===== config.mk =====
export PLATFORM = sky130hd
export DESIGN_NAME = rs_alloc
export DESIGN_NICKNAME = d
export VERILOG_FILES = /design/src/common/rs_pkg.sv /design/src/rs/rs_alloc.sv
export SDC_FILE = /design/constraint.sdc
export NUM_CORES = 2
export LEC_CHECK = 0
export BUFFER_PORTS_ARGS = -buffer_cell sky130_fd_sc_hd__clkbuf_2
export CAP_MARGIN = 20
export CORE_AREA = 2 2 576 578
export DETAILED_ROUTE_END_ITERATION = 10
export DIE_AREA = 0 0 578 580
export SLEW_MARGIN = 0
export SYNTH_ARGS = -nofsm -noshare
export SYNTH_HDL_FRONTEND = slang
export SYNTH_SLANG_ARGS = --single-unit
export TNS_END_PERCENT = 5

===== constraint.sdc =====
create_clock -name vclk -period 4.3
set_input_delay 0.645 -clock vclk [all_inputs]
set_output_delay 0.645 -clock vclk [all_outputs]
set_load 0.02 [all_outputs]

===== src/common/rs_pkg.sv =====
`default_nettype none

package rs_pkg;

	//////////////////////////////////////////////////
	// Widths
	//////////////////////////////////////////////////

	localparam int DATA_W      = 64;	// Operand and result width
	localparam int TAG_W       = 6;	// 64 physical registers
	localparam int ROB_W       = 5;	// 32 ROB slots
	localparam int MULT_STAGES = 3;	// Multiplier latency in cycles

	typedef logic [DATA_W-1:0] data_t;	// Operand or result value
	typedef logic [TAG_W-1:0]  tag_t;	// Physical register tag
	typedef logic [ROB_W-1:0]  rob_idx_t;	// Reorder buffer slot

	//////////////////////////////////////////////////
	// Encodings
	//////////////////////////////////////////////////

	typedef enum logic
	{
		FU_ALU  = 1'b0,	// Single-cycle integer unit
		FU_MULT = 1'b1	// Pipelined multiplier
	} fu_select_t;

	typedef enum logic [2:0]
	{
		ALU_ADD = 3'd0,
		ALU_SUB = 3'd1,
		ALU_AND = 3'd2,
		ALU_OR  = 3'd3,
		ALU_XOR = 3'd4
	} alu_func_t;

	//////////////////////////////////////////////////
	// Bundles
	//////////////////////////////////////////////////

	// While ready is low the low TAG_W bits of data name the producer
	typedef struct packed
	{
		logic  ready;	// Value present
		data_t data;	// Value or producer tag
	} operand_t;

	typedef struct packed
	{
		logic       valid;	// One-cycle strobe
		fu_select_t fu_select;	// Target unit
		alu_func_t  func;	// ALU operation, ignored by multiplier
		tag_t       dest;	// Destination physical register
		rob_idx_t   rob_idx;	// ROB slot
		operand_t   opa;
		operand_t   opb;
	} dispatch_t;

	typedef struct packed
	{
		logic      valid;	// One-cycle strobe
		alu_func_t func;
		tag_t      dest;
		rob_idx_t  rob_idx;
		data_t     opa;	// Both operands resolved
		data_t     opb;
	} issue_t;

	typedef struct packed
	{
		logic     valid;	// One cycle per result
		tag_t     tag;	// Producer tag being woken
		rob_idx_t rob_idx;
		data_t    data;	// Result value
	} cdb_t;

endpackage

`default_nettype wire


===== src/rs/rs_alloc.sv =====
`timescale 1ns/1ps
`default_nettype none

module rs_alloc
#(
	parameter int RS_ENTRIES = 8
)
(
	input  rs_pkg::dispatch_t                   disp0,	// Older slot
	input  rs_pkg::dispatch_t                   disp1,	// Younger slot
	input  wire logic [RS_ENTRIES-1:0]          entry_busy,
	output logic [RS_ENTRIES-1:0]               load,	// One strobe per entry
	output rs_pkg::dispatch_t [RS_ENTRIES-1:0]  load_data,
	output logic [$clog2(RS_ENTRIES+1)-1:0]     free_count
);

	localparam int IDX_W = $clog2(RS_ENTRIES);
	localparam int CNT_W = $clog2(RS_ENTRIES+1);

	logic [IDX_W-1:0] first_idx;	// Lowest idle entry
	logic [IDX_W-1:0] second_idx;	// Next idle entry
	logic             first_found;
	logic             second_found;

	//////////////////////////////////////////////////
	// Priority search for two idle entries
	//////////////////////////////////////////////////

	always_comb
	begin
		first_idx    = '0;
		second_idx   = '0;
		first_found  = 1'b0;
		second_found = 1'b0;
		for (int i = 0; i < RS_ENTRIES; i++)
		begin
			if (!entry_busy[i])
			begin
				if (!first_found)
				begin
					first_found = 1'b1;
					first_idx   = IDX_W'(i);
				end
				else if (!second_found)
				begin
					second_found = 1'b1;
					second_idx   = IDX_W'(i);
				end
			end
		end
	end

	// Steering, a lone disp1 takes the first slot
	always_comb
	begin
		load = '0;
		for (int i = 0; i < RS_ENTRIES; i++)
			load_data[i] = disp0;	// Payload only matters with load
		if (disp0.valid && first_found)
		begin
			load[first_idx]      = 1'b1;
			load_data[first_idx] = disp0;
			if (disp1.valid && second_found)
			begin
				load[second_idx]      = 1'b1;	// Younger behind older
				load_data[second_idx] = disp1;
			end
		end
		else if (disp1.valid && first_found)
		begin
			load[first_idx]      = 1'b1;	// Compacted
			load_data[first_idx] = disp1;
		end
	end

	// Idle count at cycle start
	always_comb
	begin
		free_count = '0;
		for (int i = 0; i < RS_ENTRIES; i++)
			if (!entry_busy[i])
				free_count = free_count + CNT_W'(1);
	end

endmodule

`default_nettype wire


**Word-level counts from Yosys, hierarchy flattened**

Cells that the tools add are included.

- Logic and storage cells: 97
- Register bits after elaboration: 0
- Memories: 0
- Output and inout port bits: 1180
- Memory bits (writable): 0
- Bits in latches: 0
- ROM bits: 0
- Input bits: 300

- $add $sub $neg: 7
- Shifts and indexed selects: 0
- Divide/modulo/power cells: 0
- $mul: 0
- Mux-type cells: 80
- $lt $le $gt $ge: 4
- Bitwise logic cells: 1
- Reduce and logical (&&, ||, !) cells: 5
- Equality and inequality tests: 0

Operators by type and width:

| kind | count |
|---|---|
| $bwmux W1168 | 3 |
| $mux W1168 | 3 |
| $demux W146 S3 | 2 |
| $mux W146 | 2 |
| $mux W3 | 30 |
| $add A4 B1 Y4 const B | 7 |
| $mux W1 | 28 |
| $mux W4 | 7 |
| $mux W8 | 3 |
| $lt A3 B4 Y1 const B | 2 |
| $or A8 B8 Y8 | 1 |
| $demux W1 S3 | 2 |
| $ge A3 B1 Y1 const B | 2 |
| $logic_and A1 B1 Y1 | 5 |

**Longest topological paths before layout**

- Depth after elaboration: 27
- Mapped depth: 19
- Mapped depth without buffers: 19

**Worst setup path before layout**

OpenSTA, ideal clock, no wires.

- Path type: input to output
- From: input port entry_busy[0]
- To: output port free_count[2]
- Arrival time: 3962 ps
- Cell stages on the path: 17
- Data required time: 3655 ps
- Path slack: -307 ps
- Buffers on the path: 0
- Path through: inv_1 ha_1 ha_1 ha_1 nand2b_1 o31ai_1 ha_1 mux2i_1 inv_1 ha_1 nor2_1 a21oi_1 ha_1 mux2_2 ha_1 nor2b_1 xnor2_1

- Longest elaborated chain between the ends: 15

Ends and longest elaborated chain:

| item | RTL line | source |
|---|---|---|
| start, declared | rs_alloc.sv:11 | `input wire logic [RS_ENTRIES-1:0] entry_busy,` |
| $mux W1 (*) | rs_alloc.sv:81 | `if (!entry_busy[i])` |
| $add A4 B1 Y4 | rs_alloc.sv:82 | `free_count = free_count + CNT_W'(1);` |
| $mux W4 (*) | rs_alloc.sv:81 |  |
| $add A4 B1 Y4 | rs_alloc.sv:82 |  |
| $mux W4 (*) | rs_alloc.sv:81 |  |
| $add A4 B1 Y4 | rs_alloc.sv:82 |  |
| $mux W4 (*) | rs_alloc.sv:81 |  |
| $add A4 B1 Y4 | rs_alloc.sv:82 |  |
| $mux W4 (*) | rs_alloc.sv:81 |  |
| $add A4 B1 Y4 | rs_alloc.sv:82 |  |
| $mux W4 (*) | rs_alloc.sv:81 |  |
| $add A4 B1 Y4 | rs_alloc.sv:82 |  |
| $mux W4 (*) | rs_alloc.sv:81 |  |
| $add A4 B1 Y4 | rs_alloc.sv:82 |  |
| $mux W4 (*) | rs_alloc.sv:81 |  |
| end, declared | rs_alloc.sv:14 | `output logic [$clog2(RS_ENTRIES+1)-1:0] free_count` |

Mark *: on every way between the ends. The rest lies on a longest branch, timed or not.

**Final worst setup path**

- From: input port entry_busy[0]
- To: output port free_count[3]

The elaborated chain is that of the path after synthesis.

==> results_tabular.tex <==
\begin{tabular}{lr}
\hline
Metric & Value \\
\hline
\multicolumn{2}{l}{\textbf{Min path}} \\
\quad Worst Hold Path Cells & 3 \\
\quad Startpoint of the tightest hold check path & entry\_busy[5] \\
\quad Hold-critical path endpoint & load\_data[875] \\
\quad Class of the most critical hold timing path & in2out \\
\multicolumn{2}{l}{\textbf{Cells and area}} \\
\quad Syn-to-layout area delta & 111.8\% \\
\quad Number of clock buffers in the layout & 0 \\
\quad Share of the core filled with cells & 0.09886 \\
\quad Area of the multi-input gates & 0.01483 mm2 \\
\quad Fill cell count & 38181 \\
\quad Layout sequential cell count & 0 \\
\quad Fraction of layout instances using a drive strength above 1 & 0.9270 \\
\quad Final Net Count & 3383 \\
\quad Flip-flop and latch area & 0 um2 \\
\multicolumn{2}{l}{\textbf{Yosys}} \\
\quad Leading cell types by count after synthesis & mux2\_2 (1032), buf\_2 (102), mux2\_1 (79) \\
\quad Nets in the synthesized netlist & 1812 \\
\quad Count of synthesis-stage warnings from yosys & 0 \\
\quad Proportion of synthesized chip area in sequential cells & 0 \\
\quad Top-area cell type share of the netlist area & 0.7562 \\
\quad Syn Std Cell Area & 0.01537 mm2 \\
\quad Mean instance size in the synthesized netlist & 10.24 um2 \\
\quad Post-synthesis cell type with the largest combined area & mux2\_2 \\
\quad Biggest area contributors in the synthesized netlist & mux2\_2 (76\%), mux2\_1 (5.8\%), mux2\_4 (4.9\%) \\
\quad Synth unique cells & 58 \\
\quad Top-count cell post-synth & mux2\_2 \\
\quad Post-Syn Instances & 1501 \\
\multicolumn{2}{l}{\textbf{Timing}} \\
\quad Number of max-slew violations in the final report & 0 \\
\quad Headroom to the max-slew limit & 0.2185 \\
\quad Setup ws final & -231.6 ps \\
\quad Final hold violation count & 0 \\
\quad Setup repair after global routing missed its margin & yes \\
\quad Clock period minus final worst setup slack & 4532 ps \\
\quad Final worst-path cycle share & 1.054 \\
\quad Worst Max-Slew Pin Slew & 1172 ps \\
\quad Timing-limited maximum frequency & 220.7 MHz \\
\quad Number of setup violations in the final report & 17 \\
\multicolumn{2}{l}{\textbf{GRT}} \\
\quad Most used routing layer in global routing & met2 \\
\quad Met2 track utilization from global routing & 0.2449 \\
\quad Maximum number of pins on one net before global-route repair & 36 \\
\quad Remaining Overflow, GRT & 0 \\
\quad Vias in the first global route & 21386 \\
\quad Global routing usage on met3 & 0.05575 \\
\quad Wire length of the first global-routing pass & 311100 um \\
\quad Global-route usage over all layers & 0.1507 \\
\quad Met1 global-route usage & 0.1688 \\
\quad Number of antenna violations at the first check in global routing & 144 \\
\multicolumn{2}{l}{\textbf{Status}} \\
\quad Outcome & finished with violations \\
\quad Violated checks & antenna violations, negative setup slack \\
\multicolumn{2}{l}{\textbf{Drt}} \\
\quad Length of the first detailed-routing pass in iterations & 5 \\
\quad Total via count in the routed design & 24186 \\
\quad Post-DR vias/cell & 3.195 \\
\quad Number of remaining DRC errors & 0 \\
\quad Wirelength per Cell & 35.67 um \\
\quad Antenna violation net count after detailed routing & 4 \\
\quad DRC violation total after the first TritonRoute iteration & 2059 \\
\quad Total Routed Length & 270000 um \\
\multicolumn{2}{l}{\textbf{Die}} \\
\quad Die Y-Extent & 580 um \\
\quad Die boundary width & 578 um \\
\quad Placeable core area & 0.3292 mm2 \\
\quad Area enclosed by the die boundary & 0.3352 mm2 \\
\quad Std-Cell Rows & 211 \\
\quad Initial cell density of the core & 0.04668 \\
\quad Number of top-level design ports & 1480 \\
\multicolumn{2}{l}{\textbf{Place}} \\
\quad Count of port buffers added during placement & 1480 \\
\quad HPWL Detailed & 220100 um \\
\quad Global placement routability congestion & 0.8462 \\
\multicolumn{2}{l}{\textbf{Setup path}} \\
\quad Worst Setup Start Kind & input pin \\
\quad Start point of the critical path & entry\_busy[0] \\
\quad Arrival time at the worst endpoint & 3890 ps \\
\quad Critical Path RT & 3650 ps \\
\quad Kind of end point of the critical path & output port \\
\quad Highest fanout seen on the critical path & 4 \\
\quad Type of the worst setup path & in2out \\
\multicolumn{2}{l}{\textbf{Flow run}} \\
\quad MaxCap Viol Count & 0 \\
\hline
\end{tabular}
[final cells by class]
type                       instances  share of cell area
antenna                          133             0.01023
inverter                          11            0.001884
multi-input combinational       1348              0.4556
tap                             4366              0.1678
timing repair buffer            1711              0.3644
[metal layers]
| metal | vias up | wire, um | share of wire |
|---|---|---|---|
| met2 | 2541 | 118900 | 0.44 |
| li1 | 9137 | - | - |
| met4 | 6 | 19760 | 0.073 |
| met5 | - | 42 | 0.00016 |
| met1 | 11806 | 103400 | 0.38 |
| met3 | 696 | 27930 | 0.10 |
[critical path, stage by stage]
cell       delay [ps]
clkbuf_16         120
inv_8              30
ha_4              240
ha_4              280
ha_4              200
nand2b_4           80
o31ai_4            70
ha_1              280
mux2i_2           210
inv_1             110
ha_4              290
nor2_4             30
a21oi_4           170
ha_4              150
nor2b_4           140
xnor2_2            90
xnor2_2           160
nor4b_4           270
xnor2_2           160
clkbuf_8          170
[cells in the final DEF (no fill, tap or decap), types with 6 or more instances in the layout]
cell type,instances
clkbuf_2,1352
mux2_2,1033
buf_12,170
buf_4,145
diode_2,133
mux2_1,77
mux2_4,51
nand2_1,21
nor2_1,20
o21ai_0,13
clkbuf_4,12
nor2b_1,10
buf_2,10
xnor2_1,9
clkbuf_16,8
inv_1,7
a21oi_1,6
nor3_1,6
ha_4,6
buf_16,6
[through the flow]
step	worst slack (ps)	hold slack, ps	setup TNS, ps	area (um2)	instances
3_3_place_gp	-520.0	1714	-50220	31300	7391
6_report	-231.6	1713	-749.6	32550	7569
4_1_cts	-279.6	1719	-6597	31710	7408
5_1_grt	-333.4	1728	-2773	32270	7458
3_5_place_dp	-517.0	1717	-54770	31380	7394
2_1_floorplan	-81.95	1449	-87.49	15530	1501
[repair_timing]
action,4_1_cts,5_1_grt
endpoints found under the setup margin,660,889
pin swaps,14,7
setup buffers,12,23
gates resized for setup,30,42
hold buffers,0,0
gates cloned,2,6
[worst max-delay path by stage]
stage                    endpoint  depth (start not counted)
finish              free_count[3]                         20
CTS                 free_count[3]                         20
global route        free_count[3]                         20
floorplan           free_count[3]                         18
global placement    free_count[3]                         20
detailed placement  free_count[3]                         20
[cells by family (layout without fill, tap and decap cells)]
group | count (synthesis) | in the layout | share of synthesized area
other | 0 | 133 | 0
buffers and inverters | 153 | 1722 | 0.05666
and+or+nand+nor | 99 | 99 | 0.03346
xor gates and xnor gates | 17 | 17 | 0.01058
adders and majority gates | 12 | 12 | 0.009688
AOI/OAI and AO/OA | 57 | 57 | 0.02540
muxes | 1163 | 1163 | 0.8642
