$ cat src/common/rs_pkg.sv
`default_nettype none

package rs_pkg;

	//////////////////////////////////////////////////
	// Widths
	//////////////////////////////////////////////////

	localparam int DATA_W      = 64;	// Operand and result width
	localparam int TAG_W       = 6;	// 64 physical registers
	localparam int ROB_W       = 5;	// 32 ROB slots
	localparam int MULT_STAGES = 3;	// Multiplier latency in cycles

	typedef logic [DATA_W-1:0] data_t;	// Operand or result value
	typedef logic [TAG_W-1:0]  tag_t;	// Physical register tag
	typedef logic [ROB_W-1:0]  rob_idx_t;	// Reorder buffer slot

	//////////////////////////////////////////////////
	// Encodings
	//////////////////////////////////////////////////

	typedef enum logic
	{
		FU_ALU  = 1'b0,	// Single-cycle integer unit
		FU_MULT = 1'b1	// Pipelined multiplier
	} fu_select_t;

	typedef enum logic [2:0]
	{
		ALU_ADD = 3'd0,
		ALU_SUB = 3'd1,
		ALU_AND = 3'd2,
		ALU_OR  = 3'd3,
		ALU_XOR = 3'd4
	} alu_func_t;

	//////////////////////////////////////////////////
	// Bundles
	//////////////////////////////////////////////////

	// While ready is low the low TAG_W bits of data name the producer
	typedef struct packed
	{
		logic  ready;	// Value present
		data_t data;	// Value or producer tag
	} operand_t;

	typedef struct packed
	{
		logic       valid;	// One-cycle strobe
		fu_select_t fu_select;	// Target unit
		alu_func_t  func;	// ALU operation, ignored by multiplier
		tag_t       dest;	// Destination physical register
		rob_idx_t   rob_idx;	// ROB slot
		operand_t   opa;
		operand_t   opb;
	} dispatch_t;

	typedef struct packed
	{
		logic      valid;	// One-cycle strobe
		alu_func_t func;
		tag_t      dest;
		rob_idx_t  rob_idx;
		data_t     opa;	// Both operands resolved
		data_t     opb;
	} issue_t;

	typedef struct packed
	{
		logic     valid;	// One cycle per result
		tag_t     tag;	// Producer tag being woken
		rob_idx_t rob_idx;
		data_t    data;	// Result value
	} cdb_t;

endpackage

`default_nettype wire

$ cat src/rs/rs_entry.sv
`timescale 1ns/1ps
`default_nettype none

module rs_entry
(
	input  wire logic            clock,
	input  wire logic            reset,
	input  wire logic            load,	// Take load_data this edge
	input  rs_pkg::dispatch_t    load_data,
	input  rs_pkg::cdb_t         cdb_alu,	// ALU result bus
	input  rs_pkg::cdb_t         cdb_mult,	// Multiplier result bus
	input  wire logic            grant,	// Sent to a unit, free next edge
	output logic                 busy,
	output logic                 ready,
	output rs_pkg::fu_select_t   fu_select,
	output rs_pkg::issue_t       issue
);

	//////////////////////////////////////////////////
	// Held instruction
	//////////////////////////////////////////////////

	rs_pkg::operand_t   opa_q;	// Operand A, value or tag
	rs_pkg::operand_t   opb_q;	// Operand B, value or tag
	rs_pkg::fu_select_t fu_q;	// Unit class
	rs_pkg::alu_func_t  func_q;	// ALU op
	rs_pkg::tag_t       dest_q;	// Destination tag
	rs_pkg::rob_idx_t   rob_q;	// ROB slot

	// Snoop both buses for a waiting operand
	// Tags are unique in flight, so at most one bus can hit
	function automatic rs_pkg::operand_t wake(input rs_pkg::operand_t op);
		rs_pkg::operand_t res;
		res = op;
		if (!op.ready && cdb_alu.valid &&
			(cdb_alu.tag == op.data[rs_pkg::TAG_W-1:0]))
		begin
			res.ready = 1'b1;	// Hit on ALU bus
			res.data  = cdb_alu.data;
		end
		if (!op.ready && cdb_mult.valid &&
			(cdb_mult.tag == op.data[rs_pkg::TAG_W-1:0]))
		begin
			res.ready = 1'b1;	// Hit on multiplier bus
			res.data  = cdb_mult.data;
		end
		return res;
	endfunction

	//////////////////////////////////////////////////
	// Occupancy
	//////////////////////////////////////////////////

	always_ff @(posedge clock)
	begin
		if (reset)
			busy <= 1'b0;	// All entries idle
		else if (load)
			busy <= 1'b1;	// Allocator only loads idle entries
		else if (grant)
			busy <= 1'b0;	// Leaves for its unit
	end

	//////////////////////////////////////////////////
	// Operand capture
	//////////////////////////////////////////////////

	always_ff @(posedge clock)
	begin
		if (load)
		begin
			opa_q  <= wake(load_data.opa);	// Same-cycle broadcast caught here
			opb_q  <= wake(load_data.opb);
			fu_q   <= load_data.fu_select;
			func_q <= load_data.func;
			dest_q <= load_data.dest;
			rob_q  <= load_data.rob_idx;
		end
		else
		begin
			opa_q <= wake(opa_q);	// Keep snooping while waiting
			opb_q <= wake(opb_q);
		end
	end

	// Ready once both values are in hand
	assign ready     = busy && opa_q.ready && opb_q.ready;
	assign fu_select = fu_q;

	// Packet the selector would forward on grant
	assign issue = '{
		valid:   ready,
		func:    func_q,
		dest:    dest_q,
		rob_idx: rob_q,
		opa:     opa_q.data,
		opb:     opb_q.data
	};

endmodule

`default_nettype wire

$ cat config.mk
export PLATFORM = sky130hd
export DESIGN_NAME = rs_entry
export DESIGN_NICKNAME = d
export VERILOG_FILES = /design/src/common/rs_pkg.sv /design/src/rs/rs_entry.sv
export SDC_FILE = /design/constraint.sdc
export NUM_CORES = 1
export LEC_CHECK = 0
export ABC_AREA = 1
export BUFFER_PORTS_ARGS = -buffer_cell sky130_fd_sc_hd__buf_2
export CAP_MARGIN = 20
export CORE_AREA = 2 2 174 176
export CTS_CLUSTER_SIZE = 40
export DETAILED_ROUTE_END_ITERATION = 16
export DIE_AREA = 0 0 176 178
export PLACE_DENSITY_LB_ADDON = 0.05
export REMOVE_ABC_BUFFERS = 1
export SLEW_MARGIN = 20
export SYNTH_ARGS = -nofsm -noshare
export SYNTH_HDL_FRONTEND = slang
export SYNTH_SLANG_ARGS = --single-unit
$ cat constraint.sdc
create_clock -name clock -period 6.7 [get_ports clock]
set_input_delay 1.34 -clock clock [delete_from_list [all_inputs] [get_ports clock]]
set_output_delay 1.34 -clock clock [all_outputs]
set_load 0.05 [all_outputs]
## Word-level counts from Yosys, hierarchy flattened

Cells that the tools add are included.

- Register bits after elaboration: 146
- Input port bits: 302

- Eq/ne operators: 8
- Muxes and demuxes: 12
- Reductions and logical operators: 25

Operator list:

| kind | number |
|---|---|
| 65-bit 2-to-1 mux | 10 |
| 6-bit == test | 8 |
| 1-bit logical AND | 18 |
| 3-bit nonzero test | 2 |
| 1-bit logical NOT | 4 |
| 1-bit 2-to-1 mux | 2 |
| 2-bit nonzero test | 1 |

## Longest topological paths before layout

Gate-level depths: netlist of run 1.

- Depth in word-level cells: 6
- Gate-level depth with buffers: 13
- Depth with buffers taken out: 11

## Worst setup path after synthesis of run 1

No wires, ideal clock.

- Path kind: input -> register
- From: input port load
- To: register opa_q (netlist bit issue[100]), enable pin
- Data arrival time: 3.514 ns
- Required time: 5.838 ns
- Setup slack: 2.325 ns
- Stages: 4
- Path buffers: 2
- Cell sequence: inv_2 -> clkbuf_1 -> clkbuf_1 -> nand3_1

- Word-level cells in the longest chain between the ends: 1

RTL lines:

| element | line | source |
|---|---|---|
| start, declared | rs_entry.sv:8 | `input wire logic load,` |
| 3-bit nonzero test (no line) | -- |  |
| end signal, assigned | rs_entry.sv:72 | `opa_q <= wake(load_data.opa);` |
| end signal, assigned | rs_entry.sv:81 | `opa_q <= wake(opa_q);` |
| end, declared | rs_entry.sv:23 | `rs_pkg::operand_t opa_q;` |

No other way between the ends.
A chain may end at the register's enable or synchronous reset.

## Worst setup path in the final report of run 1

- From: input port load
- To: register opb_q (netlist bit issue[30]), enable pin

- Word-level cells in the longest chain between the ends: 1

RTL lines:

| element | line | source |
|---|---|---|
| 3-bit nonzero test (no line) | -- |  |
| end signal, assigned | rs_entry.sv:73 | `opb_q <= wake(load_data.opb);` |
| end signal, assigned | rs_entry.sv:82 | `opb_q <= wake(opb_q);` |
| end, declared | rs_entry.sv:24 | `rs_pkg::operand_t opb_q;` |

No other way between the ends.

==> results of run 1 <==
## flip-flops by register name (all words and copies together) (netlist names)
register   flops
fu_select      1
func_q         3
issue        128
busy           1
opa_q          1
opb_q          1
rob_q          5
dest_q         6
## layout make-up
type | count | area share
inverters | 170 | 0.04483
clock inverters | 13 | 0.006429
repair buffers | 455 | 0.1637
clock buffers | 17 | 0.02954
multi-input cells | 1314 | 0.4162
diodes | 10 | 0.001738
well taps | 390 | 0.03388
flip-flops and latches | 146 | 0.3037
## placed cells by master (no fill, tap or decap), types with 2 or more instances in the layout
master / instances
nor3_1: 2
nor2_1: 20
buf_2: 436
inv_1: 159
diode_2: 10
a21oi_1: 131
clkinv_4: 3
nor2_4: 8
nand4_1: 68
nand3_1: 390
edfxtp_1: 145
nand2_1: 664
nand3_4: 4
o21ai_0: 4
o22ai_1: 2
nand2_2: 2
clkbuf_16: 17
clkinv_2: 4
clkinvlp_4: 5
buf_4: 17
xor2_1: 7
inv_2: 10
## how the worst max path moves through the flow
stage | start | end | slack [ns] | cells after the start
CTS | load | issue[30] | 3.08 | 4
global route | load | issue[14] | 2.94 | 4
detailed placement | load | issue[42] | 2.61 | 4
global placement | load | issue[24] | 2.63 | 4
finish | load | issue[30] | 3.11 | 4
floorplan | cdb_mult[72] | issue[0] | -0.82 | 4
## routing by layer
layer | wire (um) | track usage | vias up | share of wire
li1 | - | - | 6545 | -
met1 | 20220 | 0.4054 | 6411 | 0.39
met2 | 24460 | 0.5338 | 851 | 0.47
met3 | 5329 | 0.07055 | 104 | 0.10
met4 | 1442 | 0.1333 | 8 | 0.028
met5 | 50 | 0 | - | 0.00097
## cell families (layout without fill, tap and decap cells)
kind of cell           after synthesis  count (layout)  share of synthesized area
buffers and inverters              437             655                     0.1994
AND/OR/NAND/NOR                   1165            1165                     0.3976
flip-flops                         146             146                     0.3415
AO/OA/AOI/OAI                      141             141                    0.05598
XOR/XNOR                             8               8                   0.005471
other                                0              10                          0
## synthesized netlist by cell type, types with 4 or more instances
| master | number | share of area |
|---|---|---|
| inv_1 | 159 | 0.047 |
| clkbuf_1 | 14 | 0.0041 |
| a21oi_1 | 131 | 0.051 |
| inv_2 | 11 | 0.0032 |
| buf_6 | 39 | 0.034 |
| o21ai_0 | 4 | 0.0016 |
| nor2_1 | 25 | 0.0073 |
| nand4_1 | 68 | 0.033 |
| nand2_1 | 666 | 0.20 |
| nand3_1 | 394 | 0.15 |
| edfxtp_1 | 145 | 0.34 |
| buf_4 | 142 | 0.083 |
| xor2_1 | 7 | 0.0048 |
| buf_2 | 70 | 0.027 |
## report_power, final
| part | switching, mW | internal [mW] |
|---|---|---|
| combinational | 0.596 | 0.209 |
| clock | 0.430 | 0.469 |
| sequential | 0.0247 | 1.09 |
| total | 1.05 | 1.77 |
## worst max-delay path, delay by kind of cell
family,cells,cell delay [ns]
buffers and inverters,3,1.49
AND/OR/NAND/NOR,1,0.86
## metrics by stage
stage / cell area, um2 / total power [mW] / setup TNS (ns) / setup slack, ns
2_1_floorplan: 10890 / 1.642 / -53.60 / -0.8246
3_3_place_gp: 13810 / 1.925 / 0 / 2.631
3_5_place_dp: 13810 / 1.930 / 0 / 2.609
4_1_cts: 14330 / 2.821 / 0 / 3.079
5_1_grt: 14400 / 2.927 / 0 / 2.942
6_report: 14400 / 2.819 / 0 / 3.110
==> impl_metrics.tcl, run 1 <==
set metrics [dict create \
    yosysSeqAreaShare 0.3415 \
    drt_wl_total_um 51500 \
    cts.path.max_buffers 2 \
    cts_hold_buf 0 \
    yosys_warnings 0 \
    drive_gt1_frac 0.2435 \
    syn_avg_cell_area_um2 6.751 \
    synthCells 1897 \
    grt_pass1_vias 13167 \
    wl_per_cell_um 20.48 \
    cts_resized 0 \
    insertion_delay_ns 0.44 \
    fin_skew_ns 0.01438 \
    viasPerCell 5.534 \
    crit_path_max_incr_delay_ns 0.86 \
    regToRegStartpoint "issue[3]" \
    cp_slowest_cell "nand3_4" \
    rows 63 \
    final.fill_count 3082 \
    regArea_um2 4374 \
    synth_edf_count 145 \
    cp-start-kind "input pin" \
    worstPathCellList "buf_2 > inv_8 > nand3_4 > buf_4" \
    p_leak_nw 7.701 \
    post-route-util 0.4898 \
    multiInputGateArea_um2 5993 \
    slew_headroom 0.2715 \
    synth.cell_area_um2 12810 \
    core-area_um2 29400 \
    postCtsSetupBuffers 0 \
    worst_pin_slew_ns 1.093 \
    powerDensity_nw_per_um2 195.8 \
    grt_overflow_total 0 \
    cts_max_level 4 \
    drt-pass1-iter-count 6 \
    hpwl_um 29350 \
    grt_use_total 0.3212 \
    dieArea_um2 31330 \
    rsz0062_at_grt "no" \
    gp_congestion 0.8908 \
    r2r_cells 6 \
    hp-class "flip-flop to flip-flop" \
    reg2reg_to "issue[30]" \
    slew_viol_final 0 \
    path_class "input pin to flip-flop" \
    layout.cells.non_filler 2515 \
    syn2layout_area_growth_pct 12.45 \
    via_count 13919 \
    synth.distinct_cells 31 \
    cts_num_sinks 146 \
    clk_pin_slew_ns 0.06 \
    fmax_mhz 278.6 \
    drt_iter0_drc 1410 \
    cts_tree "done" \
    grt_antenna_before_repair 15 \
    start_util 0.4356 \
    worstPathRequired_ns 6.85 \
    port_buffers 436 \
    crit_path_end_kind "flip-flop" \
    cp_max_fo 152 \
    io_pins 448 \
    cts_buffers 17 \
    drcViolationCount 0 \
    grt_start_max_net_pins 153 \
    worstHoldStart "busy" \
    dp.cells 2473 \
    ant_nets 0 \
    ff2ff_setup_slack_ns 4.06 \
    grt_pass1_wl_um 76580 \
    synth-async-reset-ratio 0 \
    final-setup-viol-count 0 \
    die_height_um 178 \
    outcome "finished, final reports clean" \
    vdd_drop_max_mv 0.1387 \
    ys_ff_latch 146 \
    worstPathArrival_ns 3.74 \
    layout.nets 2406 \
    synth_ff_type "edfxtp_1" \
    timing.final.crit_share 0.5358 \
    cts_root_buf "clkbuf_16" \
    whs_ns 0.5125 \
    drv_cap 0 \
    hold_viol 0 \
    finalCriticalPeriod_ns 3.590 \
    hold_path_end "busy" \
    chipWidth_um 176 \
    hold_depth 2 \
]
(Power assumes the default switching activity.)
==> inputs of run 2 (changes only) <==
--- a/config.mk
+++ b/config.mk
@@ -8,10 +8,10 @@
 export ABC_AREA = 1
 export BUFFER_PORTS_ARGS = -buffer_cell sky130_fd_sc_hd__buf_2
 export CAP_MARGIN = 20
-export CORE_AREA = 2 2 174 176
+export CORE_AREA = 2 2 175 177
 export CTS_CLUSTER_SIZE = 40
 export DETAILED_ROUTE_END_ITERATION = 16
-export DIE_AREA = 0 0 176 178
+export DIE_AREA = 0 0 177 179
 export PLACE_DENSITY_LB_ADDON = 0.05
 export REMOVE_ABC_BUFFERS = 1
 export SLEW_MARGIN = 20
==> constraint.sdc (replaced) <==
create_clock -name clock -period 3.5 [get_ports clock]
set_input_delay 0.7 -clock clock [delete_from_list [all_inputs] [get_ports clock]]
set_output_delay 0.7 -clock clock [all_outputs]
set_load 0.05 [all_outputs]
==> impl_metrics.tcl, run 2 (same netlist as run 1, synthesis figures left out) <==
set metrics [dict create \
    rows 64 \
    hpwl_um 30320 \
    postCtsSetupBuffers 0 \
    cp-start-kind "flip-flop" \
    wl_met3_um 5713 \
    met1Wirelength_um 20060 \
    gp_congestion 0.9011 \
    dp_slack_ns 0.7727 \
    cts_hold_buf 0 \
    wl_per_cell_um 20.24 \
    cts_buffers 17 \
    clk_pin_slew_ns 0.07 \
    grt_antenna_before_repair 23 \
    via_count 13905 \
    cp_slowest_cell "buf_4" \
    cts_tree "done" \
    cp_num_buf_inv 1 \
    cts_max_level 4 \
    layout_commonest_cell "nand2_1" \
    whs_ns 0.4071 \
    hold_path_end "busy" \
    dr_wl_met2_um 23770 \
    drv_cap 0 \
    worstPathRequired_ns 3.69 \
    layout.cells.non_filler 2536 \
    rsz0062_at_grt "no" \
    regToRegStartpoint "issue[1]" \
    finalCriticalPeriod_ns 2.420 \
    port_buffers 436 \
    drive_gt1_frac 0.2462 \
    die_height_um 179 \
    ant_nets 0 \
    worstPathArrival_ns 2.61 \
    setup_slack_ns 1.080 \
    viasPerCell 5.483 \
    crit_start "issue[1]" \
    reg2reg_to "issue[33]" \
    slew_viol_final 0 \
    grt_overflow_total 0 \
    powerDensity_nw_per_um2 394.6 \
    worstPathCellList "nand2_1 > nand3_1 > nor3_4 > buf_4 > nand3_1 > nand3_1 > nand2_1" \
    dpl-instance-area_um2 14070 \
    core-area_um2 30030 \
    chipWidth_um 177 \
    crit_path_max_incr_delay_ns 0.81 \
    grt_pass1_vias 13106 \
    p_leak_nw 7.863 \
    hold_depth 2 \
    cts_resized 0 \
    start_util 0.4265 \
    drcViolationCount 0 \
    ff2ff_setup_slack_ns 1.08 \
    worstHoldStart "reset" \
    fin_skew_ns 0.01260 \
    slew_headroom 0.3083 \
    grt_pass1_wl_um 75840 \
    crit_path_end_kind "flip-flop" \
    cts_root_buf "clkbuf_16" \
    hold_viol 0 \
    drt_wl_total_um 51340 \
    dr.max_layer_used "met5" \
    final_cell_area_um2 14760 \
    dp.cells 2488 \
    r2r_cells 7 \
    path_class "flip-flop to flip-flop" \
    final-setup-viol-count 0 \
    layout.nets 2413 \
    worst_pin_slew_ns 1.038 \
    grt_start_max_net_pins 143 \
    syn2layout_area_growth_pct 15.25 \
    drt_iter0_drc 1360 \
    largest_reg_flops 128 \
    cp_max_fo 64 \
    cts.path.max_buffers 2 \
    io_pins 448 \
    vdd_drop_max_mv 0.3163 \
    grt_use_total 0.3164 \
    power_mw 5.825 \
    cp_top_family "simple AND/OR/NAND/NOR gates" \
    insertion_delay_ns 0.45 \
    outcome "finished, final reports clean" \
    final_cell_mix "664 x nand2_1, 436 x buf_2, 390 x nand3_1, 159 x inv_1, 145 x edfxtp_1" \
    finalSetupTns_ns 0 \
    post-route-util 0.4915 \
    critPathMostFrequentCell "nand3_1" \
    fmax_mhz 413.2 \
    timing.final.crit_share 0.6914 \
    dieArea_um2 31680 \
    hp-class "input pin to flip-flop" \
    drt-pass1-iter-count 6 \
    cts_num_sinks 146 \
]
run 2: per-layer routing:
layer,up-vias,global-route usage
met1,6363,0.3940
met3,134,0.08482
met2,825,0.5139
li1,6569,-
met5,-,0
met4,14,0.1405
run 2: cell type report:
type                       count  area, um2
antenna                       16      40.04
inverter                     170      645.6
timing repair buffer         462       2552
clock buffer                  17      425.4
fill                        3164      15270
tap                          396      495.5
multi-input combinational   1314       5998
clock inverter                15      229.0
sequential                   146       4374
run 2: worst max path at each step:
stage / end / slack (ns) / cells after the start
3_3_place_gp: issue[25] / 0.78 / 7
6_report: issue[33] / 1.08 / 7
2_1_floorplan: issue[0] / -3.42 / 6
4_1_cts: issue[33] / 1.16 / 7
3_5_place_dp: issue[38] / 0.77 / 11
5_1_grt: issue[29] / 1.0 / 7
run 2: power breakdown:
part	switching, mW	internal, mW	leakage (nW)
clock network	0.858	1.28	0.309
logic	1.14	0.415	6.11
registers	0.0501	2.09	1.44
run 2: worst register-to-register path, stage by stage (launching register included):
cell	delay [ns]
edfxtp_1	0.50
nand2_1	0.11
nand3_1	0.12
nor3_4	0.22
buf_4	0.81
nand3_1	0.20
nand3_1	0.15
nand2_1	0.06
