==> src/common/rs_pkg.sv <==
`default_nettype none

package rs_pkg;

	//////////////////////////////////////////////////
	// Widths
	//////////////////////////////////////////////////

	localparam int DATA_W      = 64;	// Operand and result width
	localparam int TAG_W       = 6;	// 64 physical registers
	localparam int ROB_W       = 5;	// 32 ROB slots
	localparam int MULT_STAGES = 3;	// Multiplier latency in cycles

	typedef logic [DATA_W-1:0] data_t;	// Operand or result value
	typedef logic [TAG_W-1:0]  tag_t;	// Physical register tag
	typedef logic [ROB_W-1:0]  rob_idx_t;	// Reorder buffer slot

	//////////////////////////////////////////////////
	// Encodings
	//////////////////////////////////////////////////

	typedef enum logic
	{
		FU_ALU  = 1'b0,	// Single-cycle integer unit
		FU_MULT = 1'b1	// Pipelined multiplier
	} fu_select_t;

	typedef enum logic [2:0]
	{
		ALU_ADD = 3'd0,
		ALU_SUB = 3'd1,
		ALU_AND = 3'd2,
		ALU_OR  = 3'd3,
		ALU_XOR = 3'd4
	} alu_func_t;

	//////////////////////////////////////////////////
	// Bundles
	//////////////////////////////////////////////////

	// While ready is low the low TAG_W bits of data name the producer
	typedef struct packed
	{
		logic  ready;	// Value present
		data_t data;	// Value or producer tag
	} operand_t;

	typedef struct packed
	{
		logic       valid;	// One-cycle strobe
		fu_select_t fu_select;	// Target unit
		alu_func_t  func;	// ALU operation, ignored by multiplier
		tag_t       dest;	// Destination physical register
		rob_idx_t   rob_idx;	// ROB slot
		operand_t   opa;
		operand_t   opb;
	} dispatch_t;

	typedef struct packed
	{
		logic      valid;	// One-cycle strobe
		alu_func_t func;
		tag_t      dest;
		rob_idx_t  rob_idx;
		data_t     opa;	// Both operands resolved
		data_t     opb;
	} issue_t;

	typedef struct packed
	{
		logic     valid;	// One cycle per result
		tag_t     tag;	// Producer tag being woken
		rob_idx_t rob_idx;
		data_t    data;	// Result value
	} cdb_t;

endpackage

`default_nettype wire

==> src/logic/alu_unit.sv <==
`timescale 1ns/1ps
`default_nettype none

module alu_unit
(
	input  wire logic      clock,
	input  wire logic      reset,
	input  rs_pkg::issue_t issue,	// From selector, one-cycle strobe
	output rs_pkg::cdb_t   cdb	// Registered broadcast
);

	rs_pkg::data_t result;	// Combinational result

	//////////////////////////////////////////////////
	// Operation decode
	//////////////////////////////////////////////////

	always_comb
	begin
		case (issue.func)
			rs_pkg::ALU_ADD: result = issue.opa + issue.opb;
			rs_pkg::ALU_SUB: result = issue.opa - issue.opb;
			rs_pkg::ALU_AND: result = issue.opa & issue.opb;
			rs_pkg::ALU_OR:  result = issue.opa | issue.opb;
			rs_pkg::ALU_XOR: result = issue.opa ^ issue.opb;
			default:         result = '0;	// Unused encodings
		endcase
	end

	// Result goes out the cycle after grant
	always_ff @(posedge clock)
	begin
		cdb.tag     <= issue.dest;
		cdb.rob_idx <= issue.rob_idx;
		cdb.data    <= result;
		if (reset)
			cdb.valid <= 1'b0;	// Bus quiet after reset
		else
			cdb.valid <= issue.valid;
	end

endmodule

`default_nettype wire

==> config.mk <==
export PLATFORM = sky130hd
export DESIGN_NAME = alu_unit
export DESIGN_NICKNAME = d
export VERILOG_FILES = /design/src/common/rs_pkg.sv /design/src/logic/alu_unit.sv
export SDC_FILE = /design/constraint.sdc
export NUM_CORES = 1
export LEC_CHECK = 0
export ABC_CLOCK_PERIOD_IN_PS = 5470
export BUFFER_PORTS_ARGS = -buffer_cell sky130_fd_sc_hd__buf_4
export CORE_ASPECT_RATIO = 1.4
export CORE_MARGIN = 2
export CORE_UTILIZATION = 30
export CTS_CLUSTER_SIZE = 24
export DETAILED_ROUTE_END_ITERATION = 8
export MAX_ROUTING_LAYER = met4
export PLACE_DENSITY = 0.49
export SETUP_SLACK_MARGIN = 0.15
export SLEW_MARGIN = 10
export SYNTH_ARGS = -nofsm -noshare
export SYNTH_HDL_FRONTEND = slang
export SYNTH_SLANG_ARGS = --single-unit
==> constraint.sdc <==
create_clock -name clock -period 5.47 [get_ports clock]
set_clock_uncertainty 0.05 [all_clocks]
set_input_delay 1.094 -clock clock [delete_from_list [all_inputs] [get_ports clock]]
set_output_delay 1.094 -clock clock [all_outputs]
set_load 0.005 [all_outputs]
Word-level counts from Yosys, hierarchy flattened
Index checks and enable logic that the tools add are counted.

Bits in registers: 76. Input port bits: 145. Output and inout bits: 76. Logic and storage cells: 15.

Add/sub/neg operators: 2. Equal/unequal tests: 4. Multiplexer cells: 1. Bitwise gates (word level): 3. Reduce and logical (&&, ||, !) cells: 1.

Operator list (number): one-hot mux 64 bit (5 select lines) (1); adder 64 bit (1); AND 64 bit (1); bitwise OR 64 bit (1); subtractor 64 bit (1); bitwise XOR 64 bit (1); equality test 3 x 2 -> 1 bit, second input constant (2); equality test 3 x 1 -> 1 bit, second input constant (1); equality test 3 bit, second input constant (1); logical NOT 3 bit (1).

Depth between registers and ports, before layout
Gate-level depths: netlist of the first run.

Depth after elaboration: 2. Gate-level depth with buffers: 25. Gate-level depth less buffers: 25.

Worst setup path before layout of the first run
Ideal clock, no wire load.

Path type: input to register. From: in issue[12] in the netlist's numbering. To: reg cdb[63] in the netlist's numbering. Setup time: 122 ps. Arrival: 5666 ps. Required time: 5298 ps. Slack: -368 ps. Stages: 20. Buffers on the path: 1. Cells stage by stage: or3_4 > or4_4 > or3_2 > clkbuf_1 > nor3_1 > nand2_1 > o21ai_0 > xnor2_1 > ha_1 > a21oi_1 > nor2b_1 > or3b_2 > a221oi_1 > o21ai_0 > a21oi_2 > o31ai_4 > a31oi_4 > o311ai_1 > xnor2_1 > a221o_1.

Longest elaborated chain between the ends: 2. Elaborated cells on any way between the ends: 3. Those cells by class: add/sub (2); mux (1).

RTL lines: start, declared (RTL line alu_unit.sv:8) `input rs_pkg::issue_t issue,`; subtractor 64 bit / adder 64 bit (equally long branches) (RTL line alu_unit.sv:22, alu_unit.sv:21); one-hot mux 64 bit (5 select lines) * (RTL line alu_unit.sv:20) `case (issue.func)`; named net result[63] (RTL line alu_unit.sv:12) `rs_pkg::data_t result;`; end, declared (RTL line alu_unit.sv:9) `output rs_pkg::cdb_t cdb`.

Mark *: on every way through the listed nets, which the timed path passes. The rest lies on a longest branch. A chain may end at the register's enable or synchronous reset.

Final worst setup path of the first run
Ends and elaborated chain as after synthesis.

==> impl_metrics.py, run 1 <==
metrics = {
    "synthesis": {
        "synth-async-reset-ratio": 0,
        "yosysMostFrequentCell": "ha_1",
        "synth_cell_type_count": 77,
        "synth_common_cells": "192 x ha_1, 139 x inv_1, 122 x a21oi_1, 122 x nor2_1, 98 x xnor2_1",
        "synth-edff-count": 0,
        "yosysTopAreaCell": "ha_1",
        "netlist_area_mm2": 0.0101,
        "yosysWarnings": 0,
        "ys_seq_area_frac": 0.151,
        "synth_cells": 1338,
        "ys_top_cells_by_area": "ha_1 24%, dfxtp_1 15%, xnor2_1 8.5%",
        "ys_seq_elements": 76,
        "synth_fp_nets": 1676,
        "ys.flop_type": "dfxtp_1",
        "synth_top_area_share": 0.239,
        "synth.avg_cell_area_um2": 7.53,
    },
    "run_status": {
        "status": "finished, final reports clean",
    },
    "clock_tree": {
        "holdBufCountCts": 0,
        "cts_tree": "built",
        "clk_path_buf_depth": 2,
        "cts_root_buf": "clkbuf_16",
        "clk_pin_slew_ns": 0.07,
        "cts_buffers": 9,
        "cts.htree.levels": 3,
        "cts.sinks": 76,
    },
    "pwr": {
        "peakVddDrop_mv": 0.119,
        "leakage_uw": 0.00724,
        "p_comb_frac": 0.549,
        "power_switching_uw": 1130,
        "total_power_uw": 2930,
        "p_seq_frac": 0.224,
        "p_per_area_mw_per_mm2": 197,
        "switching_share": 0.385,
        "internal_power_uw": 1800,
        "p_clk_frac": 0.227,
    },
    "sta": {
        "slew_headroom": 0.391,
        "setup_violations": 0,
        "tightest_slew_ns": 0.913,
        "rsz0062_at_grt": "true",
        "fmax_mhz": 185,
        "setup_slack_ns": 0.0606,
        "period_minus_slack_ns": 5.41,
        "final-max-slew-violation-count": 0,
        "timing.final.crit_share": 0.989,
        "hold_viol": 0,
    },
    "hold_path": {
        "min_to": "cdb[74]",
        "hp-class": "in2reg",
        "min-delay-start": "issue[138]",
        "whs_path_depth": 1,
    },
    "placement": {
        "gp_congestion": 0.905,
        "pre_cts_ws_ns": -0.518,
        "dp_hpwl_um": 32100,
        "io_buffers": 220,
    },
    "route": {
        "ant_nets": 0,
        "wl_per_cell_um": 17.8,
        "vias": 11100,
        "drt_iter0_drc": 477,
        "routed_via_density": 5.00,
        "wl_met2_um": 21000,
        "drc": 0,
        "met1_length_um": 15900,
        "wl_um": 39600,
        "drt_pass1_iterations": 5,
        "top_layer_used": "met4",
        "wl_met3_um": 1130,
    },
    "floorplan": {
        "rows": 79,
        "ios": 221,
        "die_h_um": 221,
        "die_area_mm2": 0.0351,
        "die_w_um": 159,
        "initial_core_util": 0.304,
        "core_mm2": 0.0331,
    },
    "critical_path": {
        "path_class": "in2reg",
        "cp_max_fo": 4,
        "crit_arrival_ns": 5.63,
        "end_kind": "register",
        "crit_required_ns": 5.69,
        "start_kind": "input pin",
    },
    "global_routing": {
        "overflow": 0,
        "grt_max_degree": 63,
        "grt_use_total": 0.232,
        "antenna_found_initial": 1,
        "grt_pass1_vias": 11300,
        "grt_pass1_wl_um": 61500,
    },
    "cells_and_area": {
        "nNetsFinal": 2110,
        "area_delta_synth_final_pct": 47.5,
        "fillers": 3399,
        "regArea_mm2": 0.00152,
        "drive_above_1_share": 0.343,
        "regMostFlops": "cdb",
        "finish.utilization": 0.448,
        "diodes": 0,
        "multi_input_area_mm2": 0.00826,
        "largestRegisters": "cdb (76)",
        "largest_register_ffs": 76,
    },
    "job": {
        "drv_cap": 0,
    },
}
==> power groups by stage <==
stage               Sequential (uW)  Clock, uW  Combinational, uW
detailed placement              671          0               1500
CTS                             658        691               1540
global route                    664        710               1770
finish                          657        666               1610
floorplan                       672          0                756
global placement                670          0               1500
==> metrics by stage <==
stage          cells  hold slack [ns]  instance area, um2  TNS, ns
2_1_floorplan   1338             1.07               10100  -0.0578
3_3_place_gp    2190             1.15               13900    -6.77
3_5_place_dp    2190             1.15               13900    -7.07
4_1_cts         2212            0.744               14400        0
5_1_grt         2222            0.742               14800   -0.186
6_report        2222            0.764               14800        0
==> cell type report <==
type | instances | area share
inverter | 140 | 0.0354
tap | 445 | 0.0375
clock inverter | 6 | 0.00480
clock buffer | 10 | 0.0161
multi-input combinational | 1061 | 0.556
timing repair buffer | 484 | 0.247
sequential | 76 | 0.102
==> worst max-delay path by stage <==
stage,to,cells after the start,startpoint
after floorplan,cdb[63],20,issue[12]
after global placement,cdb[60],23,issue[5]
after detailed placement,cdb[60],23,issue[5]
after CTS,cdb[63],20,issue[12]
after global routing,cdb[63],24,issue[0]
final,cdb[63],20,issue[12]
==> routing by layer <==
layer	track usage	up-vias
li1	-	5584
met1	0.243	5239
met2	0.437	224
met3	0.0330	70
met4	0.0936	0
met5	-	-
==> placed cells by master (no fill, tap or decap), types with 5 or more instances in the layout <==
master       n
nor3_1      11
o31ai_4      5
a21oi_2     11
o21ai_0     75
inv_1      139
nor4_1       5
o31ai_1      7
nand2b_1     7
or3_4        5
buf_6       11
nand2_1     89
o21a_1       6
o22ai_1     10
clkbuf_16    9
xor2_1      24
a21oi_1    110
o21ai_1     18
nor2_2       6
nand3_1      9
buf_4      473
ha_1       185
a31oi_1     25
a221o_1     10
o21bai_1     6
nand4_1     21
dfxtp_1     76
o221ai_1    14
a21o_1      27
a211oi_1    40
nor2_1     118
nor2b_1      9
xnor2_1     96
==> cells by family (layout without fill, tap and decap cells) <==
group / Yosys count / after routing / share of synthesized area
buffers and inverters: 201 / 640 / 0.0804
adders and majority gates: 193 / 193 / 0.241
and+or+nand+nor: 328 / 328 / 0.154
AOI/OAI and AO/OA: 414 / 414 / 0.264
xor gates and xnor gates: 125 / 125 / 0.109
DFF: 76 / 76 / 0.151
muxes: 1 / 1 / 0.000994
==> what timing repair did <==
item / 4_1_cts / 5_1_grt
resized for setup: 36 / 84
setup buffers: 6 / 10
pin swaps: 13 / 47
hold endpoints to repair: 0 / 0
setup endpoints to repair: 17 / 28
==> critical path: stages <==
cell and delay, ns:
buf_6 0.09, or3_4 0.38, or4_4 0.47, or3_4 0.39
nor3_4 0.31, nand2_2 0.11, o21ai_2 0.15, xnor2_1 0.09
ha_1 0.33, a21oi_2 0.17, nor2b_4 0.16, or3b_4 0.39
a221oi_4 0.27, o21ai_1 0.11, a21oi_2 0.25, o31ai_4 0.13
a31oi_4 0.17, o311ai_2 0.10, xnor2_1 0.14, a221o_1 0.30
(Power assumes the default switching activity.)
==> run 2: changes to the inputs <==
--- a/config.mk
+++ b/config.mk
@@ -5,7 +5,7 @@
 export SDC_FILE = /design/constraint.sdc
 export NUM_CORES = 1
 export LEC_CHECK = 0
-export ABC_CLOCK_PERIOD_IN_PS = 5470
+export ABC_CLOCK_PERIOD_IN_PS = 5600
 export BUFFER_PORTS_ARGS = -buffer_cell sky130_fd_sc_hd__buf_4
 export CORE_ASPECT_RATIO = 1.4
 export CORE_MARGIN = 2
@@ -13,7 +13,7 @@
 export CTS_CLUSTER_SIZE = 24
 export DETAILED_ROUTE_END_ITERATION = 8
 export MAX_ROUTING_LAYER = met4
-export PLACE_DENSITY = 0.49
+export PLACE_DENSITY = 0.47
 export SETUP_SLACK_MARGIN = 0.15
 export SLEW_MARGIN = 10
 export SYNTH_ARGS = -nofsm -noshare
==> constraint.sdc (replaced) <==
create_clock -name clock -period 5.6 [get_ports clock]
set_clock_uncertainty 0.05 [all_clocks]
set_input_delay 1.12 -clock clock [delete_from_list [all_inputs] [get_ports clock]]
set_output_delay 1.12 -clock clock [all_outputs]
set_load 0.005 [all_outputs]
==> run 2 against run 1 <==
Clock-buffer cell count down 1. Sequential share of layout area rose by 0.30 points. First-iteration DRC count down 13%. Flip-flop and latch count unchanged. Critical path type unchanged. Clock power fell by 2%. Global-route usage shrank 0.22 points. Critical path depth did not move. Sequential power shrank 3%. Power fell by 4.4%. Via count shrank 1.7%. Final area shrank 2.8%. Non-clock buffer count fell by 35.
==> impl_metrics.py, run 2 (synthesized netlist as in run 1, its figures left out) <==
metrics = {
    "pwr": {
        "power_switching_uw": 1100,
        "switching_share": 0.392,
        "leakage_uw": 0.00703,
        "p_seq_frac": 0.229,
        "p_clk_frac": 0.234,
        "internal_power_uw": 1700,
        "p_comb_frac": 0.537,
        "p_per_area_mw_per_mm2": 194,
        "peakVddDrop_mv": 0.180,
    },
    "cells_and_area": {
        "multi_input_area_mm2": 0.00810,
        "regArea_mm2": 0.00152,
        "final_cell_mix": "442 x buf_4, 190 x ha_1, 139 x inv_1",
        "regMostFlops": "cdb",
        "area_delta_synth_final_pct": 43.3,
        "diodes": 0,
        "nNetsFinal": 2075,
        "drive_above_1_share": 0.319,
        "largestRegisters": "cdb (76)",
        "final_cells": 2187,
        "largest_register_ffs": 76,
        "final_area_mm2": 0.0144,
        "fillers": 3484,
        "final_common_cell": "buf_4",
        "finish.utilization": 0.436,
    },
    "sta": {
        "setup_violations": 0,
        "fin_hold_ws_ns": 0.788,
        "tightest_slew_ns": 0.918,
        "final-max-slew-violation-count": 0,
        "hold_viol": 0,
        "slew_headroom": 0.388,
        "rsz0062_at_grt": "true",
        "fmax_mhz": 186,
        "period_minus_slack_ns": 5.39,
        "timing.final.crit_share": 0.962,
    },
    "critical_path": {
        "crit_required_ns": 5.83,
        "crit_chain": "buf_6 > or3_4 > or4_4 > or3_4 > nor3_4 > nand2_2 > o21ai_2 > xnor2_1 > ha_1 > a21oi_2 > nor2b_4 > or3b_4 > a221oi_4 > o21ai_1 > a21oi_2 > o31ai_4 > a31oi_4 > o311ai_4 > xnor2_1 > a221o_1",
        "end_kind": "register",
        "slowest_delay_ns": 0.46,
        "path_class": "in2reg",
        "cp_max_fo": 3,
        "cpLargestDelayFamily": "simple AND/OR/NAND/NOR gates",
        "path_buf_inv": 1,
        "cp_slowest_cell": "or4_4",
        "crit_arrival_ns": 5.61,
        "start_kind": "input pin",
    },
    "route": {
        "drt_iter0_drc": 417,
        "ant_nets": 0,
        "drt_pass1_iterations": 5,
        "wl_um": 39700,
        "routed_via_density": 5.00,
        "wl_per_cell_um": 18.2,
        "vias": 10900,
        "drc": 0,
    },
    "run_status": {
        "status": "finished, final reports clean",
    },
    "placement": {
        "place_area_mm2": 0.0137,
        "dp_hpwl_um": 32100,
        "dp.cells": 2161,
        "io_buffers": 220,
        "gp_congestion": 0.943,
    },
    "global_routing": {
        "grt_use_total": 0.230,
        "grt_max_degree": 63,
        "antenna_found_initial": 1,
        "grt_pass1_vias": 11200,
        "overflow": 0,
        "grt_pass1_wl_um": 60700,
    },
    "floorplan": {
        "core_mm2": 0.0331,
        "rows": 79,
        "initial_core_util": 0.304,
        "ios": 221,
        "die_area_mm2": 0.0351,
        "die_h_um": 221,
        "die_w_um": 159,
    },
    "clock_tree": {
        "cts_root_buf": "clkbuf_16",
        "cts.htree.levels": 3,
        "clk_pin_slew_ns": 0.07,
        "cts_tree": "built",
        "holdBufCountCts": 0,
        "cts.sinks": 76,
        "cts_buffers": 9,
        "clk_path_buf_depth": 2,
    },
    "hold_path": {
        "hp-class": "in2reg",
    },
    "job": {
        "drv_cap": 0,
    },
}
[run 2: cell count changes in the layout (fill, tap and decap cells not counted), sizes merged]
cell / delta
buf: -35
clkbuf: -1
clkinv: -1
inv: +2
[run 2: per-stage QoR]
step	setup TNS, ns	setup slack (ns)	power, uW
floorplan	0	0.0456	1390
detailed placement	-6.26	-0.420	2100
global placement	-6.23	-0.425	2100
global route	0	0.0724	3000
CTS	0	0.154	2780
finish	0	0.214	2800
[run 2: path summary, 6_finish.rpt]
check	startpoint	endpoint	depth (start not counted)
max	issue[12]	cdb[63]	20
min	issue[137]	cdb[73]	1
[run 2: power groups by stage]
stage               logic (uW)  clock network [uW]  registers [uW]
floorplan                  737                   0             656
global placement          1450                   0             654
detailed placement        1450                   0             653
CTS                       1460                 680             641
global route              1660                 697             646
finish                    1510                 656             640
[run 2: cell type report]
class / count / share of cell area
Timing Repair Buffer: 449 / 0.237
Clock inverter: 7 / 0.00572
Multi-Input combinational cell: 1061 / 0.562
Clock buffer: 9 / 0.0156
Tap cell: 445 / 0.0386
Inverter: 140 / 0.0364
Sequential cell: 76 / 0.105
[run 2: routing by layer]
layer,vias to the layer above,wire (um),GRT usage
met3,66,1160,0.0281
met1,5132,15800,0.238
met2,235,21300,0.441
met4,0,1430,0.0942
li1,5499,-,-
met5,-,0,-
[run 2: what timing repair did]
action / in CTS / in global routing
endpoints found under the setup margin: 15 / 25
buffers inserted: 3 / 7
pin swaps: 2 / 34
resized for setup: 5 / 79
==> run 3: changes to the inputs <==
--- a/config.mk
+++ b/config.mk
@@ -6,14 +6,13 @@
 export NUM_CORES = 1
 export LEC_CHECK = 0
 export ABC_CLOCK_PERIOD_IN_PS = 5600
-export BUFFER_PORTS_ARGS = -buffer_cell sky130_fd_sc_hd__buf_4
 export CORE_ASPECT_RATIO = 1.4
 export CORE_MARGIN = 2
 export CORE_UTILIZATION = 30
 export CTS_CLUSTER_SIZE = 24
 export DETAILED_ROUTE_END_ITERATION = 8
-export MAX_ROUTING_LAYER = met4
-export PLACE_DENSITY = 0.47
+export DONT_BUFFER_PORTS = 1
+export PLACE_DENSITY = 0.42
 export SETUP_SLACK_MARGIN = 0.15
 export SLEW_MARGIN = 10
 export SYNTH_ARGS = -nofsm -noshare
==> run 3 against run 2 <==
Flip-flop and latch count unchanged. Global-route usage fell by 1.7 points. Power fell by 13%. Non-clock buffer count down 291. Via count is 9.9% lower.
==> impl_metrics.py, run 3 (synthesized netlist as in run 1, its figures left out) <==
metrics = {
    "critical_path": {
        "end_kind": "register",
        "crit_required_ns": 5.80,
        "cp_max_fo": 4,
        "slowest_delay_ns": 0.46,
        "crit_arrival_ns": 5.49,
        "crit_chain": "or3_4 > or4_4 > or3_4 > nor3_4 > nand2_2 > o21ai_1 > xnor2_1 > ha_1 > a21oi_1 > nor2b_2 > or3b_4 > a221oi_4 > o21ai_2 > a21oi_4 > o31ai_4 > a31oi_4 > buf_4 > o21a_1 > xor2_1 > o21ai_0",
        "cpLargestDelayFamily": "simple AND/OR/NAND/NOR gates",
        "cp_slowest_cell": "or4_4",
        "start_kind": "input pin",
        "crit_top_cell": "or3_4",
        "path_buf_inv": 1,
        "path_class": "in2reg",
    },
    "clock_tree": {
        "cts_tree": "built",
        "clk_path_buf_depth": 2,
        "clk_pin_slew_ns": 0.07,
        "cts.sinks": 76,
        "cts_root_buf": "clkbuf_16",
        "cts.htree.levels": 3,
        "cts_buffers": 9,
    },
    "global_routing": {
        "grt_use_total": 0.213,
        "grt_pass1_wl_um": 57500,
        "grt_max_degree": 98,
        "grt_pass1_vias": 10100,
        "antenna_found_initial": 1,
        "overflow": 0,
    },
    "sta": {
        "setup_slack_ns": 0.304,
        "fin_tns_setup_ns": 0,
        "hold_viol": 0,
        "period_minus_slack_ns": 5.30,
        "final-max-slew-violation-count": 0,
        "timing.final.crit_share": 0.946,
        "fmax_mhz": 189,
        "setup_violations": 0,
        "fin_hold_ws_ns": 0.707,
        "slew_headroom": 0.465,
        "rsz0062_at_grt": "true",
        "tightest_slew_ns": 0.802,
    },
    "floorplan": {
        "die_area_mm2": 0.0351,
        "die_h_um": 221,
        "core_mm2": 0.0331,
        "ios": 221,
        "initial_core_util": 0.304,
        "rows": 79,
        "die_w_um": 159,
    },
    "route": {
        "wl_met2_um": 19500,
        "routed_via_density": 5.20,
        "wl_um": 37500,
        "wl_met3_um": 1790,
        "drt_pass1_iterations": 5,
        "wl_per_cell_um": 19.8,
        "drt_iter0_drc": 461,
        "drc": 0,
        "vias": 9851,
        "top_layer_used": "met4",
        "ant_nets": 0,
        "met1_length_um": 15000,
    },
    "placement": {
        "io_buffers": 0,
        "dp_hpwl_um": 30000,
        "place_area_mm2": 0.0116,
        "gp_congestion": 0.884,
        "pre_cts_ws_ns": -0.320,
    },
    "cells_and_area": {
        "regMostFlops": "cdb",
        "final_cell_mix": "190 x ha_1, 158 x buf_4, 139 x inv_1",
        "final_area_mm2": 0.0121,
        "largestRegisters": "cdb (76)",
        "largest_register_ffs": 76,
        "area_delta_synth_final_pct": 19.9,
        "nNetsFinal": 1784,
        "final_common_cell": "ha_1",
        "drive_above_1_share": 0.168,
        "finish.utilization": 0.364,
        "diodes": 0,
    },
    "job": {
        "drv_cap": 0,
    },
    "hold_path": {
        "hp-class": "in2reg",
    },
    "pwr": {
        "p_per_area_mw_per_mm2": 201,
        "peakVddDrop_mv": 0.105,
        "leakage_uw": 0.00556,
    },
    "run_status": {
        "status": "finished, final reports clean",
    },
}
run 3: changes by cell type in the layout (fill, tap and decap cells not counted), moves of 5 or more:
cell and delta:
buf_4 -284, o21ai_0 +10, o21ai_1 -8, a21oi_1 +5, a21oi_2 -5, buf_6 -5
run 3: what timing repair did:
action / in CTS / in global routing
endpoints found under the hold margin: 0 / 0
endpoints found under the setup margin: 6 / 21
buffers inserted: 0 / 3
hold buffers: 0 / 0
resized for setup: 3 / 42
pin swaps: 0 / 14
run 3: layout make-up:
type / count / area (um2)
clock buffer: 9 / 225
fill: 3567 / 21000
sequential: 76 / 1520
multi-input combinational: 1061 / 7990
clock inverter: 7 / 63.8
timing repair buffer: 158 / 1190
tap: 445 / 557
inverter: 140 / 526
run 3: path summary, 6_finish.rpt:
kind                    from  endpoint  cells after the start
setup / recovery   issue[12]   cdb[61]                     20
hold / removal    issue[128]   cdb[64]                      0
run 3: per-stage QoR:
| stage | total power (uW) | cells |
|---|---|---|
| after floorplan | 1390 | 1338 |
| after global placement | 1790 | 1877 |
| after detailed placement | 1780 | 1877 |
| after CTS | 2440 | 1893 |
| after global routing | 2610 | 1896 |
| final | 2430 | 1896 |
run 3: where the power goes:
part | leakage [uW] | switching (uW) | total, uW | internal, uW
combinational | 0.00478 | 617 | 1140 | 523
clock | 0.000144 | 317 | 630 | 313
sequential | 0.000636 | 44.5 | 661 | 616
run 3: metal layers:
layer / up-vias / track usage
li1: 4917 / -
met1: 4622 / 0.234
met2: 250 / 0.401
met3: 62 / 0.0450
met4: 0 / 0.0826
met5: - / 0
